<file path="config.mk">
export PLATFORM = sky130hd
export DESIGN_NAME = adpcm_playback_top
export DESIGN_NICKNAME = d
export VERILOG_FILES = /design/src/common/adpcm_pkg.sv /design/src/common/nibble_fifo_if.sv /design/src/design/adpcm_apb_regs.sv /design/src/design/nibble_fifo.sv /design/src/adpcm_decoder/adpcm_step_lut.sv /design/src/adpcm_decoder/adpcm_decode_pipe.sv /design/src/adpcm_decoder/adpcm_slot_sequencer.sv /design/src/design/adpcm_playback_top.sv
export SDC_FILE = /design/constraint.sdc
export NUM_CORES = 1
export LEC_CHECK = 0
export BUFFER_PORTS_ARGS = -buffer_cell sky130_fd_sc_hd__buf_2
export CAP_MARGIN = 20
export CORE_MARGIN = 4
export CORE_UTILIZATION = 45
export CTS_CLUSTER_SIZE = 8
export DETAILED_ROUTE_END_ITERATION = 7
export HOLD_SLACK_MARGIN = 0.02
export SLEW_MARGIN = 25
export SYNTH_ARGS = -nofsm -noshare
export SYNTH_HDL_FRONTEND = slang
export SYNTH_SLANG_ARGS = --single-unit
export TNS_END_PERCENT = 20
</file>
<file path="constraint.sdc">
create_clock -name clk -period 5.05 [get_ports clk]
set_input_delay 1.01 -clock clk [delete_from_list [all_inputs] [get_ports clk]]
set_output_delay 1.01 -clock clk [all_outputs]
set_load 0.02 [all_outputs]
</file>
<file path="src/common/adpcm_pkg.sv">
`default_nettype none

package adpcm_pkg;

    // voice count equals the decoder pipeline depth
    localparam int num_voices = 6;

    typedef logic [2:0] voice_t;
    // bit 3 sign, bits 2..0 magnitude
    typedef logic [3:0] code_t;

    // fifo payload, voice in the upper bits
    typedef struct packed {
        voice_t voice;
        code_t  code;
    } nibble_entry_t;

    typedef logic [5:0] step_t;
    localparam step_t step_max = 6'd48;

    // one bit over the 12-bit signal for overflow headroom
    localparam int acc_w = 13;
    typedef logic signed [acc_w-1:0] acc_t;
    localparam acc_t acc_max = 13'sd2047;
    localparam acc_t acc_min = -13'sd2048;

    typedef logic signed [15:0] pcm_t;

    // standard ADPCM-A step sizes
    localparam logic [11:0] step_size_table [0:48] = '{
        12'd16,   12'd17,   12'd19,   12'd21,   12'd23,   12'd25,   12'd28,
        12'd31,   12'd34,   12'd37,   12'd41,   12'd45,   12'd50,   12'd55,
        12'd60,   12'd66,   12'd73,   12'd80,   12'd88,   12'd97,   12'd107,
        12'd118,  12'd130,  12'd143,  12'd157,  12'd173,  12'd190,  12'd209,
        12'd230,  12'd253,  12'd279,  12'd307,  12'd337,  12'd371,  12'd408,
        12'd449,  12'd494,  12'd544,  12'd598,  12'd658,  12'd724,  12'd796,
        12'd876,  12'd963,  12'd1060, 12'd1166, 12'd1282, 12'd1411, 12'd1552
    };

    // apb bus widths and register map
    localparam int apb_addr_w = 4;
    localparam int apb_data_w = 32;
    localparam logic [apb_addr_w-1:0] reg_ctrl   = 4'h0;
    localparam logic [apb_addr_w-1:0] reg_clear  = 4'h4;
    localparam logic [apb_addr_w-1:0] reg_data   = 4'h8;
    localparam logic [apb_addr_w-1:0] reg_status = 4'hC;

endpackage

`default_nettype wire

</file>
<file path="src/common/nibble_fifo_if.sv">
`timescale 1ns/1ps
`default_nettype none

interface nibble_fifo_if #(
    parameter int FIFO_DEPTH = 16
) ();
    import adpcm_pkg::*;

    // level counts 0..FIFO_DEPTH inclusive
    localparam int lvl_w = $clog2(FIFO_DEPTH + 1);

    logic                push;
    nibble_entry_t       push_data;
    logic                full;
    logic                pop;
    nibble_entry_t       pop_data;
    logic                empty;
    logic [lvl_w-1:0]    level;

    // apb side writes codes
    modport producer (output push, output push_data, input full, input level);
    // storage side
    modport buffer (input push, input push_data, input pop,
                    output full, output empty, output pop_data, output level);
    // slot sequencer side
    modport consumer (output pop, input pop_data, input empty);

endinterface

`default_nettype wire

</file>
<file path="src/design/adpcm_apb_regs.sv">
`timescale 1ns/1ps
`default_nettype none

module adpcm_apb_regs #(
    parameter int FIFO_DEPTH = 16
) (
    input  wire logic                                 clk,
    input  wire logic                                 rst_n,
    input  wire logic                                 psel,
    input  wire logic                                 penable,
    input  wire logic                                 pwrite,
    input  wire logic [adpcm_pkg::apb_addr_w-1:0]     paddr,
    input  wire logic [adpcm_pkg::apb_data_w-1:0]     pwdata,
    output logic      [adpcm_pkg::apb_data_w-1:0]     prdata,
    output logic                                      pready,
    output logic                                      pslverr,
    output logic      [adpcm_pkg::num_voices-1:0]     voice_on,
    output logic      [adpcm_pkg::num_voices-1:0]     clear_req,
    nibble_fifo_if.producer                           fifo
);
    import adpcm_pkg::*;

    localparam int lvl_w = $clog2(FIFO_DEPTH + 1);

    logic wr_acc;
    logic data_wr;
    logic [apb_data_w-1:0] status_word;

    // write completes in the access phase, no wait states
    assign wr_acc  = psel & penable & pwrite;
    assign data_wr = wr_acc & (paddr == reg_data);
    assign pready  = 1'b1;

    // code write into a full fifo is refused
    assign pslverr = data_wr & fifo.full;

    // push only when there is room
    assign fifo.push      = data_wr & ~fifo.full;
    assign fifo.push_data = '{voice: voice_t'(pwdata[6:4]), code: code_t'(pwdata[3:0])};

    // level in the low bits, full flag at bit 8
    always_comb begin
        status_word              = '0;
        status_word[lvl_w-1:0]   = fifo.level;
        status_word[8]           = fifo.full;
    end

    // read mux, unmapped offsets read zero
    always_comb begin
        prdata = '0;
        case (paddr)
            reg_ctrl:   prdata[num_voices-1:0] = voice_on;
            reg_status: prdata = status_word;
            default:    prdata = '0;
        endcase
    end

    always_ff @(posedge clk or negedge rst_n) begin
        if (!rst_n) begin
            voice_on  <= '0;
            clear_req <= '0;
        end else begin
            // clear request is a single-cycle pulse
            clear_req <= '0;
            if (wr_acc && paddr == reg_ctrl) begin
                voice_on <= pwdata[num_voices-1:0];
            end
            if (wr_acc && paddr == reg_clear) begin
                clear_req <= pwdata[num_voices-1:0];
            end
        end
    end

endmodule

`default_nettype wire

</file>
<file path="src/design/nibble_fifo.sv">
`timescale 1ns/1ps
`default_nettype none

module nibble_fifo #(
    parameter int FIFO_DEPTH = 16
) (
    input  wire logic      clk,
    input  wire logic      rst_n,
    nibble_fifo_if.buffer  fifo
);
    import adpcm_pkg::*;

    localparam int ptr_w = $clog2(FIFO_DEPTH);
    localparam int lvl_w = $clog2(FIFO_DEPTH + 1);

    nibble_entry_t    mem [FIFO_DEPTH];
    logic [ptr_w-1:0] wr_ptr;
    logic [ptr_w-1:0] rd_ptr;
    logic [lvl_w-1:0] level;
    logic             do_push;
    logic             do_pop;

    // guard against protocol misuse on either side
    assign do_push = fifo.push & ~fifo.full;
    assign do_pop  = fifo.pop & ~fifo.empty;

    assign fifo.full     = (level == lvl_w'(FIFO_DEPTH));
    assign fifo.empty    = (level == '0);
    assign fifo.level    = level;
    // head entry, valid while not empty
    assign fifo.pop_data = mem[rd_ptr];

    // storage array
    always_ff @(posedge clk) begin
        if (do_push) begin
            mem[wr_ptr] <= fifo.push_data;
        end
    end

    always_ff @(posedge clk or negedge rst_n) begin
        if (!rst_n) begin
            wr_ptr <= '0;
            rd_ptr <= '0;
            level  <= '0;
        end else begin
            // pointers wrap at depth, not only at powers of two
            if (do_push) begin
                wr_ptr <= (wr_ptr == ptr_w'(FIFO_DEPTH - 1)) ? '0 : wr_ptr + 1'b1;
            end
            if (do_pop) begin
                rd_ptr <= (rd_ptr == ptr_w'(FIFO_DEPTH - 1)) ? '0 : rd_ptr + 1'b1;
            end
            // simultaneous push and pop keeps the level
            if (do_push && !do_pop) begin
                level <= level + 1'b1;
            end else if (do_pop && !do_push) begin
                level <= level - 1'b1;
            end
        end
    end

endmodule

`default_nettype wire

</file>
<file path="src/adpcm_decoder/adpcm_step_lut.sv">
`timescale 1ns/1ps
`default_nettype none

module adpcm_step_lut (
    input  wire logic        clk,
    input  wire logic        rst_n,
    input  wire logic [8:0]  addr,
    output logic      [11:0] inc
);
    import adpcm_pkg::*;

    step_t       idx;
    step_t       idx_safe;
    logic [2:0]  mag;
    logic [11:0] size;
    // 1552 * 15 fits in 15 bits
    logic [14:0] prod;

    // step index upper, magnitude lower
    assign idx = addr[8:3];
    assign mag = addr[2:0];

    // out-of-range index reads the top entry
    assign idx_safe = (idx > step_max) ? step_max : idx;
    assign size     = step_size_table[idx_safe];

    // size * (2m+1)
    assign prod = size * {mag, 1'b1};

    always_ff @(posedge clk or negedge rst_n) begin
        if (!rst_n) begin
            inc <= '0;
        end else begin
            // divide by 8, truncated
            inc <= prod[14:3];
        end
    end

endmodule

`default_nettype wire

</file>
<file path="src/adpcm_decoder/adpcm_decode_pipe.sv">
`timescale 1ns/1ps
`default_nettype none

module adpcm_decode_pipe (
    input  wire logic                 clk,
    input  wire logic                 rst_n,
    input  wire adpcm_pkg::code_t     code,
    input  wire logic                 code_valid,
    input  wire logic                 voice_clr,
    input  wire adpcm_pkg::voice_t    slot,
    output adpcm_pkg::pcm_t           pcm,
    output adpcm_pkg::voice_t         pcm_voice,
    output logic                      pcm_valid
);
    import adpcm_pkg::*;

    // accumulator and step ring, one voice per stage
    acc_t   acc1, acc2, acc3, acc4, acc6;
    step_t  step1, step2, step3, step4, step5, step6;
    logic   valid1, valid2, valid3, valid4, valid5, valid6;
    voice_t tag1, tag2, tag3, tag4, tag5, tag6;
    logic   sign2, sign3;
    // extra bit so the clamp sees the true sum
    logic signed [acc_w:0] sum5;
    acc_t   inc4;
    acc_t   inc_ext;
    logic [8:0]  lut_addr2;
    logic [11:0] inc3;
    // stage I working values
    acc_t   acc_in;
    step_t  step_in;
    step_t  step_next;
    step_t  step_new;
    pcm_t   acc_wide;

    // clear takes effect before this slot's code
    assign acc_in  = voice_clr ? '0 : acc1;
    assign step_in = voice_clr ? '0 : step1;

    // step adaptation
    always_comb begin
        casez (code[2:0])
            3'b0??:  step_next = (step_in == '0) ? '0 : step_in - 1'b1;
            3'b100:  step_next = step_in + 6'd2;
            3'b101:  step_next = step_in + 6'd5;
            3'b110:  step_next = step_in + 6'd7;
            default: step_next = step_in + 6'd9;
        endcase
        step_new = (step_next > step_max) ? step_max : step_next;
    end

    adpcm_step_lut adpcm_step_lut_inst (
        .clk   (clk),
        .rst_n (rst_n),
        .addr  (lut_addr2),
        .inc   (inc3)
    );

    assign inc_ext = {{(acc_w - 12){1'b0}}, inc3};

    always_ff @(posedge clk or negedge rst_n) begin
        if (!rst_n) begin
            acc1 <= '0; acc2 <= '0;
            acc3 <= '0; acc4 <= '0;
            acc6 <= '0; sum5 <= '0;
            step1 <= '0; step2 <= '0; step3 <= '0;
            step4 <= '0; step5 <= '0; step6 <= '0;
            valid1 <= 1'b0; valid2 <= 1'b0; valid3 <= 1'b0;
            valid4 <= 1'b0; valid5 <= 1'b0; valid6 <= 1'b0;
            tag1 <= '0; tag2 <= '0; tag3 <= '0;
            tag4 <= '0; tag5 <= '0; tag6 <= '0;
            sign2 <= 1'b0;
            sign3 <= 1'b0;
            inc4 <= '0;
            lut_addr2 <= '0;
        end else begin
            // I: next step, table address
            acc2      <= acc_in;
            step2     <= code_valid ? step_new : step_in;
            sign2     <= code[3];
            valid2    <= code_valid;
            tag2      <= slot;
            lut_addr2 <= {step_in, code[2:0]};
            // II: table lookup in flight
            acc3   <= acc2;
            step3  <= step2;
            sign3  <= sign2;
            valid3 <= valid2;
            tag3   <= tag2;
            // III: apply the sign
            inc4   <= sign3 ? -inc_ext : inc_ext;
            acc4   <= acc3;
            step4  <= step3;
            valid4 <= valid3;
            tag4   <= tag3;
            // IV: accumulate, only when a code was decoded
            sum5   <= valid4 ? ({acc4[acc_w-1], acc4} + {inc4[acc_w-1], inc4})
                             : {acc4[acc_w-1], acc4};
            step5  <= step4;
            valid5 <= valid4;
            tag5   <= tag4;
            // V: saturate to 12 bits
            if (sum5 > acc_max) begin
                acc6 <= acc_max;
            end else if (sum5 < acc_min) begin
                acc6 <= acc_min;
            end else begin
                acc6 <= acc_t'(sum5);
            end
            step6  <= step5;
            valid6 <= valid5;
            tag6   <= tag5;
            // VI: back to stage I
            acc1   <= acc6;
            step1  <= step6;
            valid1 <= valid6;
            tag1   <= tag6;
        end
    end

    // output taken at stage I, sign extended then scaled by 8
    assign acc_wide  = pcm_t'(acc1);
    assign pcm       = acc_wide <<< 3;
    assign pcm_voice = tag1;
    assign pcm_valid = valid1;

endmodule

`default_nettype wire

</file>
<file path="src/adpcm_decoder/adpcm_slot_sequencer.sv">
`timescale 1ns/1ps
`default_nettype none

module adpcm_slot_sequencer (
    input  wire logic                             clk,
    input  wire logic                             rst_n,
    input  wire logic [adpcm_pkg::num_voices-1:0] voice_on,
    input  wire logic [adpcm_pkg::num_voices-1:0] clear_req,
    nibble_fifo_if.consumer                       fifo,
    output adpcm_pkg::code_t                      code,
    output logic                                  code_valid,
    output logic                                  voice_clr,
    output adpcm_pkg::voice_t                     slot
);
    import adpcm_pkg::*;

    logic [num_voices-1:0] pend_clr;
    logic [num_voices-1:0] slot_mask;
    logic                  head_hit;
    logic                  head_bad;

    assign slot_mask = {{(num_voices - 1){1'b0}}, 1'b1} << slot;

    // head entry belongs to the current slot
    assign head_hit = ~fifo.empty & (fifo.pop_data.voice == slot);
    // voice numbers with no slot would block the fifo forever, drop them
    assign head_bad = ~fifo.empty & (fifo.pop_data.voice > voice_t'(num_voices - 1));

    assign fifo.pop = head_hit | head_bad;

    // disabled voice, code is popped but not decoded
    assign code       = fifo.pop_data.code;
    assign code_valid = head_hit & voice_on[slot];

    // pending clear applies in its own slot
    assign voice_clr = pend_clr[slot];

    always_ff @(posedge clk or negedge rst_n) begin
        if (!rst_n) begin
            slot     <= '0;
            pend_clr <= '0;
        end else begin
            // one slot per clock, 0..5
            if (slot == voice_t'(num_voices - 1)) begin
                slot <= '0;
            end else begin
                slot <= slot + 1'b1;
            end
            // release the served clear, latch new requests
            pend_clr <= (pend_clr & ~slot_mask) | clear_req;
        end
    end

endmodule

`default_nettype wire

</file>
<file path="src/design/adpcm_playback_top.sv">
`timescale 1ns/1ps
`default_nettype none

module adpcm_playback_top #(
    parameter int FIFO_DEPTH = 16
) (
    input  wire logic                             clk,
    input  wire logic                             rst_n,
    input  wire logic                             psel,
    input  wire logic                             penable,
    input  wire logic                             pwrite,
    input  wire logic [adpcm_pkg::apb_addr_w-1:0] paddr,
    input  wire logic [adpcm_pkg::apb_data_w-1:0] pwdata,
    output logic      [adpcm_pkg::apb_data_w-1:0] prdata,
    output logic                                  pready,
    output logic                                  pslverr,
    output adpcm_pkg::pcm_t                       pcm,
    output adpcm_pkg::voice_t                     pcm_voice,
    output logic                                  pcm_valid
);
    import adpcm_pkg::*;

    logic [num_voices-1:0] voice_on;
    logic [num_voices-1:0] clear_req;
    code_t                 code;
    logic                  code_valid;
    logic                  voice_clr;
    voice_t                slot;

    nibble_fifo_if #(.FIFO_DEPTH(FIFO_DEPTH)) fifo_bus ();

    // cpu side, pushes codes
    adpcm_apb_regs #(.FIFO_DEPTH(FIFO_DEPTH)) adpcm_apb_regs_inst (
        .clk       (clk),
        .rst_n     (rst_n),
        .psel      (psel),
        .penable   (penable),
        .pwrite    (pwrite),
        .paddr     (paddr),
        .pwdata    (pwdata),
        .prdata    (prdata),
        .pready    (pready),
        .pslverr   (pslverr),
        .voice_on  (voice_on),
        .clear_req (clear_req),
        .fifo      (fifo_bus.producer)
    );

    nibble_fifo #(.FIFO_DEPTH(FIFO_DEPTH)) nibble_fifo_inst (
        .clk   (clk),
        .rst_n (rst_n),
        .fifo  (fifo_bus.buffer)
    );

    // slot rotation feeding the decoder
    adpcm_slot_sequencer adpcm_slot_sequencer_inst (
        .clk        (clk),
        .rst_n      (rst_n),
        .voice_on   (voice_on),
        .clear_req  (clear_req),
        .fifo       (fifo_bus.consumer),
        .code       (code),
        .code_valid (code_valid),
        .voice_clr  (voice_clr),
        .slot       (slot)
    );

    adpcm_decode_pipe adpcm_decode_pipe_inst (
        .clk        (clk),
        .rst_n      (rst_n),
        .code       (code),
        .code_valid (code_valid),
        .voice_clr  (voice_clr),
        .slot       (slot),
        .pcm        (pcm),
        .pcm_voice  (pcm_voice),
        .pcm_valid  (pcm_valid)
    );

endmodule

`default_nettype wire

</file>
==> summary by stage <==
Cells and area
Cells with a size suffix above 1 make up between 10% and 20% of the layout. The fraction of the core area covered by cells at the end of the flow is 52.4%. The number of antenna diodes in the final layout is 0. The cell area after layout is approximately 17000 um2. The final instance count without filler cells is 1686. From synthesis to final layout, the design area changed by 13.6%. The net count of the finished layout is approximately 1400. The count of filler cells inserted in the layout is ~2800.

GRT
The total overflow reported by the global router is 0. The pin count of the biggest net entering global routing is 94. The initial antenna violation count was 0. The via count of the first global-routing pass was about 9000. The first-pass GRT wire length is about 48 mm. In the global route stage, overall resource usage came out at 16.5%.

Job
The max-cap violation count is 0.

Logic synthesis
In this run, synthesis inferred ~110 flip-flops with an integrated enable. The average cell area after synthesis is ~13 um2. The total number of yosys warnings is 0. The portion of the post-synthesis area used by sequential elements is between 50% and 60%. The top flip-flop cell by instance count after synthesis is sky130_fd_sc_hd__dfrtp_1. Yosys attributes the largest share of cell area to sky130_fd_sc_hd__dfrtp_1, sky130_fd_sc_hd__edfxtp_1, sky130_fd_sc_hd__mux4_2. The fraction of registers with async set/reset is about two thirds. The synthesized design devotes to its leading area cell type a little over a third of total area.

In this run the cell area of the synthesized design comes to roughly 15000 um2. After technology mapping, the gate count stands at about 1200. The number of different library cells used by synthesis comes to 74. The cell taking the most area after synthesis is sky130_fd_sc_hd__dfrtp_1. The synthesized design contains 321 register bits.

Power and ir drop
Net switching is 32.1% of the power. In this run, flip-flops and latches consume around two fifths of the power. Across the VDD grid, the largest voltage drop is about 310 uV. The ratio of total power to cell area is around 530 nW/um2. After layout, the design draws a total of just under 9 mW. Summed over all cells, the static leakage comes to around 7.5 nW.

In this run the power spent charging and discharging nets is between 2 and 3 mW. The portion of total power attributed to the clock network is between 30 and 40%. The power share of the combinational group is a little under a third. The internal portion of the total power is a little over 6 mW.

CTS
The CTS tree is yes. The number of hold buffers added after CTS was 0. Buffers added to address setup during post-CTS repair amount to 0.

The count of clock tree sinks is around 320. The library cell used as clock root buffer is sky130_fd_sc_hd__clkbuf_16. The source-to-sink clock delay at the later pin of the worst-skew pair is between 500 and 600 ps.

After clock tree synthesis, the clock-pin slew on the worst setup and hold paths is 50 ps. TritonCTS created 46 clock buffers. Counting along the longest clock path gives a buffer depth of 3. The number of levels in the clock H-tree is 2.

Route
The remaining antenna violation count is 0. The routed wire length is about 28 mm. The first routing iteration left 707 violations.

After detailed routing, the number of remaining DRC violations is 0. The routed layout has approximately 8800 vias. After detailed routing, the number of vias per cell comes to between 5 and 6. The first detailed-routing pass ran for 5 iterations. The per-cell routed wire length is between 15 and 20 um.

Critical path
The category of the worst setup path launch point is a register. The most prevalent standard cell on the critical path is sky130_fd_sc_hd__a21o_1. The signal on the critical path passes through nand2_2 > nand2_4 > inv_1 > ha_1 > or3_1 > a21o_1 > a21oi_2 > nor2b_4 > nand2_1 > fa_1 > inv_1 > fa_1 > fa_2 > a21o_1 > a21oi_1 > o21bai_1 > a21o_1 > a21oi_2 > o21a_1 > or4b_1 > o2111ai_1. The class of the most critical setup path is reg -> reg. On the critical path, the stage with the largest delay is an instance of sky130_fd_sc_hd__fa_1. The stage delay of the slowest cell on the critical path is 550 ps. The data required time at the worst endpoint is approximately 5400 ps. For the worst setup path, the data arrival time is between 5000 and 6000 ps. STA classifies the critical path endpoint as a register. In this run the worst path has a maximum fanout of 5.

Die
Once the floorplan was initialized, standard cells occupied 46.2% of the core. 95 I/O pins were placed. Row generation in the floorplan step produced 65 rows.

The floorplan step set the die width to ~190 um. The die boundary height is 189 um. The die footprint is 35700 um2. The core box area is between 30000 and 40000 um2.

Placed design
Once detailed placement completed, the half-perimeter wirelength came to around 19 mm. Port buffering added 40 buffers. At the end of routability-driven placement, the weighted congestion stood at 0.839.

In this run the cell area measured after placement is approximately 15000 um2. The count of placed standard cells including taps is approximately 1600.

Timing
Setup repair after global routing left no endpoint under its margin. The setup clock skew after layout is about 33 ps. The worst relative slew slack is a little over two fifths.

The setup-violating endpoint count in the final report is 0. The number of hold violations in the final report came to 0. At the pin with the least slew margin, the transition time is between 800 and 900 ps.

Static timing analysis puts the maximum clock frequency at approximately 210 MHz. The post-route fraction of the period consumed by the critical path is between 90% and 100%. The final critical path time including I/O delays and setup is 4780 ps. Setup total negative slack on the finished layout was measured at 0 ps. The max-slew violation count came to 0.

Worst hold path
In this run the worst hold path is classified as reg -> reg.

Run status
The flow ran to the end, and the final reports show no timing, DRC or antenna violations.
[power by group through the flow]
stage	Combinational, mW	Clock, mW	Sequential (mW)
detailed placement	2.69	0	3.51
floorplan	2.16	0	3.34
CTS	2.70	2.84	3.47
finish	2.69	2.76	3.47
global route	3.05	2.97	3.53
global placement	2.65	0	3.50
[layer usage]
metal  GRT usage [%]  wire length, um  vias up
li1                -                -     4180
met1            23.0            12800     4395
met2            27.5            14000      175
met3            2.51              989       44
met4            4.65              563        0
met5               0                0        -
[flip-flops by register name, indices dropped and copies added (netlist names), 9 cells and up]
name	cells
adpcm_decode_pipe_inst.acc1	13
adpcm_decode_pipe_inst.acc2	13
adpcm_decode_pipe_inst.acc3	13
adpcm_decode_pipe_inst.acc4	13
adpcm_decode_pipe_inst.acc6	13
adpcm_decode_pipe_inst.adpcm_step_lut_inst.inc	12
adpcm_decode_pipe_inst.inc4	13
adpcm_decode_pipe_inst.lut_addr2	9
adpcm_decode_pipe_inst.sum5	14
nibble_fifo_inst.mem	112
[timing repair]
item | 4_1_cts | 5_1_grt
gates resized for setup | 0 | 12
hold endpoints to repair | 0 | 0
setup endpoints to repair | 0 | 6
[synthesized netlist by cell type, types with 4 or more instances]
master and instances:
sky130_fd_sc_hd__clkbuf_1 32, sky130_fd_sc_hd__edfxtp_1 112, sky130_fd_sc_hd__and3_1 9, sky130_fd_sc_hd__nor3b_1 4, sky130_fd_sc_hd__o211ai_1 6, sky130_fd_sc_hd__xnor2_1 33
sky130_fd_sc_hd__nand2b_1 11, sky130_fd_sc_hd__nor3_1 8, sky130_fd_sc_hd__nand3_1 26, sky130_fd_sc_hd__nor2_1 94, sky130_fd_sc_hd__xor2_1 12, sky130_fd_sc_hd__buf_2 7
sky130_fd_sc_hd__inv_2 9, sky130_fd_sc_hd__ha_1 57, sky130_fd_sc_hd__dfrtp_1 209, sky130_fd_sc_hd__mux2_2 25, sky130_fd_sc_hd__o21bai_1 4, sky130_fd_sc_hd__nor2b_1 10
sky130_fd_sc_hd__a21oi_1 66, sky130_fd_sc_hd__o21ai_0 26, sky130_fd_sc_hd__a21o_1 14, sky130_fd_sc_hd__and2_1 43, sky130_fd_sc_hd__a211oi_1 5, sky130_fd_sc_hd__nand3b_1 4
sky130_fd_sc_hd__inv_1 54, sky130_fd_sc_hd__nand2_1 79, sky130_fd_sc_hd__a22oi_1 7, sky130_fd_sc_hd__mux2i_1 10, sky130_fd_sc_hd__buf_4 29, sky130_fd_sc_hd__mux4_2 32
sky130_fd_sc_hd__o21ai_1 11, sky130_fd_sc_hd__a22o_1 4, sky130_fd_sc_hd__or3_1 7, sky130_fd_sc_hd__a31oi_1 10, sky130_fd_sc_hd__o31ai_1 10, sky130_fd_sc_hd__fa_1 21
[final timing paths]
kind	start	to	slack, ps	cells past startpoint
worst max-delay path	adpcm_decode_pipe_inst.lut_addr2[7]	adpcm_decode_pipe_inst.adpcm_step_lut_inst.inc[11]	270	21
worst min-delay path	adpcm_decode_pipe_inst.tag6[1]	adpcm_decode_pipe_inst.pcm_voice[1]	340	0
worst max register to register	adpcm_decode_pipe_inst.lut_addr2[7]	adpcm_decode_pipe_inst.adpcm_step_lut_inst.inc[11]	270	21
worst min register to register	adpcm_decode_pipe_inst.tag6[1]	adpcm_decode_pipe_inst.pcm_voice[1]	340	0
max in group asynchronous	rst_n	adpcm_decode_pipe_inst.acc1[5]	3510	2
min in group asynchronous	rst_n	adpcm_decode_pipe_inst.step1[2]	490	1
[worst max-delay path: cells and delay by family (launching register included)]
kind,cells,cell delay (ps)
buf+inv,2,150
flops,1,360
fa+ha+maj,4,1710
simple gates,6,940
compound gates,9,1460
[cells by family after synthesis]
group | synth area share, %
flip-flops | 58.4
AND/OR/NAND/NOR | 10.5
AO/OA/AOI/OAI | 8.50
buffers and inverters | 4.39
adder cells (fa/ha/maj) | 7.70
multiplexers | 7.82
XOR/XNOR | 2.68
other | 0.0510
[layout make-up]
type / instances / area (um2) / share of cell area (%)
Sequential cell: 321 / 8590 / 51.4
Multi-Input combinational cell: 733 / 5630 / 33.7
Clock buffer: 64 / 1220 / 7.29
Tap cell: 435 / 544 / 3.26
Timing Repair Buffer: 65 / 410 / 2.45
Inverter: 64 / 240 / 1.44
Clock inverter: 4 / 85.1 / 0.509
[cells in the final DEF, fill, tap and decap left out, types with 12 or more instances in the layout]
master and n:
sky130_fd_sc_hd__mux4_2 32, sky130_fd_sc_hd__dfrtp_1 208, sky130_fd_sc_hd__buf_4 24, sky130_fd_sc_hd__edfxtp_1 112
sky130_fd_sc_hd__and2_1 43, sky130_fd_sc_hd__clkbuf_1 18, sky130_fd_sc_hd__buf_2 39, sky130_fd_sc_hd__nand3_1 26
sky130_fd_sc_hd__nor2_1 94, sky130_fd_sc_hd__nand2_1 76, sky130_fd_sc_hd__a21oi_1 64, sky130_fd_sc_hd__o21ai_0 25
sky130_fd_sc_hd__a21o_1 14, sky130_fd_sc_hd__xnor2_1 33, sky130_fd_sc_hd__conb_1 29, sky130_fd_sc_hd__xor2_1 12
sky130_fd_sc_hd__inv_1 54, sky130_fd_sc_hd__ha_1 56, sky130_fd_sc_hd__o21ai_1 12, sky130_fd_sc_hd__clkbuf_16 46
sky130_fd_sc_hd__fa_1 20, sky130_fd_sc_hd__mux2_2 25
[per-stage QoR]
| stage | setup WS, ps | hold WS (ps) |
|---|---|---|
| 3_5_place_dp | 58.9 | 335 |
| 4_1_cts | 47.8 | 341 |
| 5_1_grt | 13.1 | 347 |
| 2_1_floorplan | 112 | 331 |
| 6_report | 273 | 341 |
| 3_3_place_gp | 158 | 332 |
Note: power is estimated with default switching activity, not from simulation.
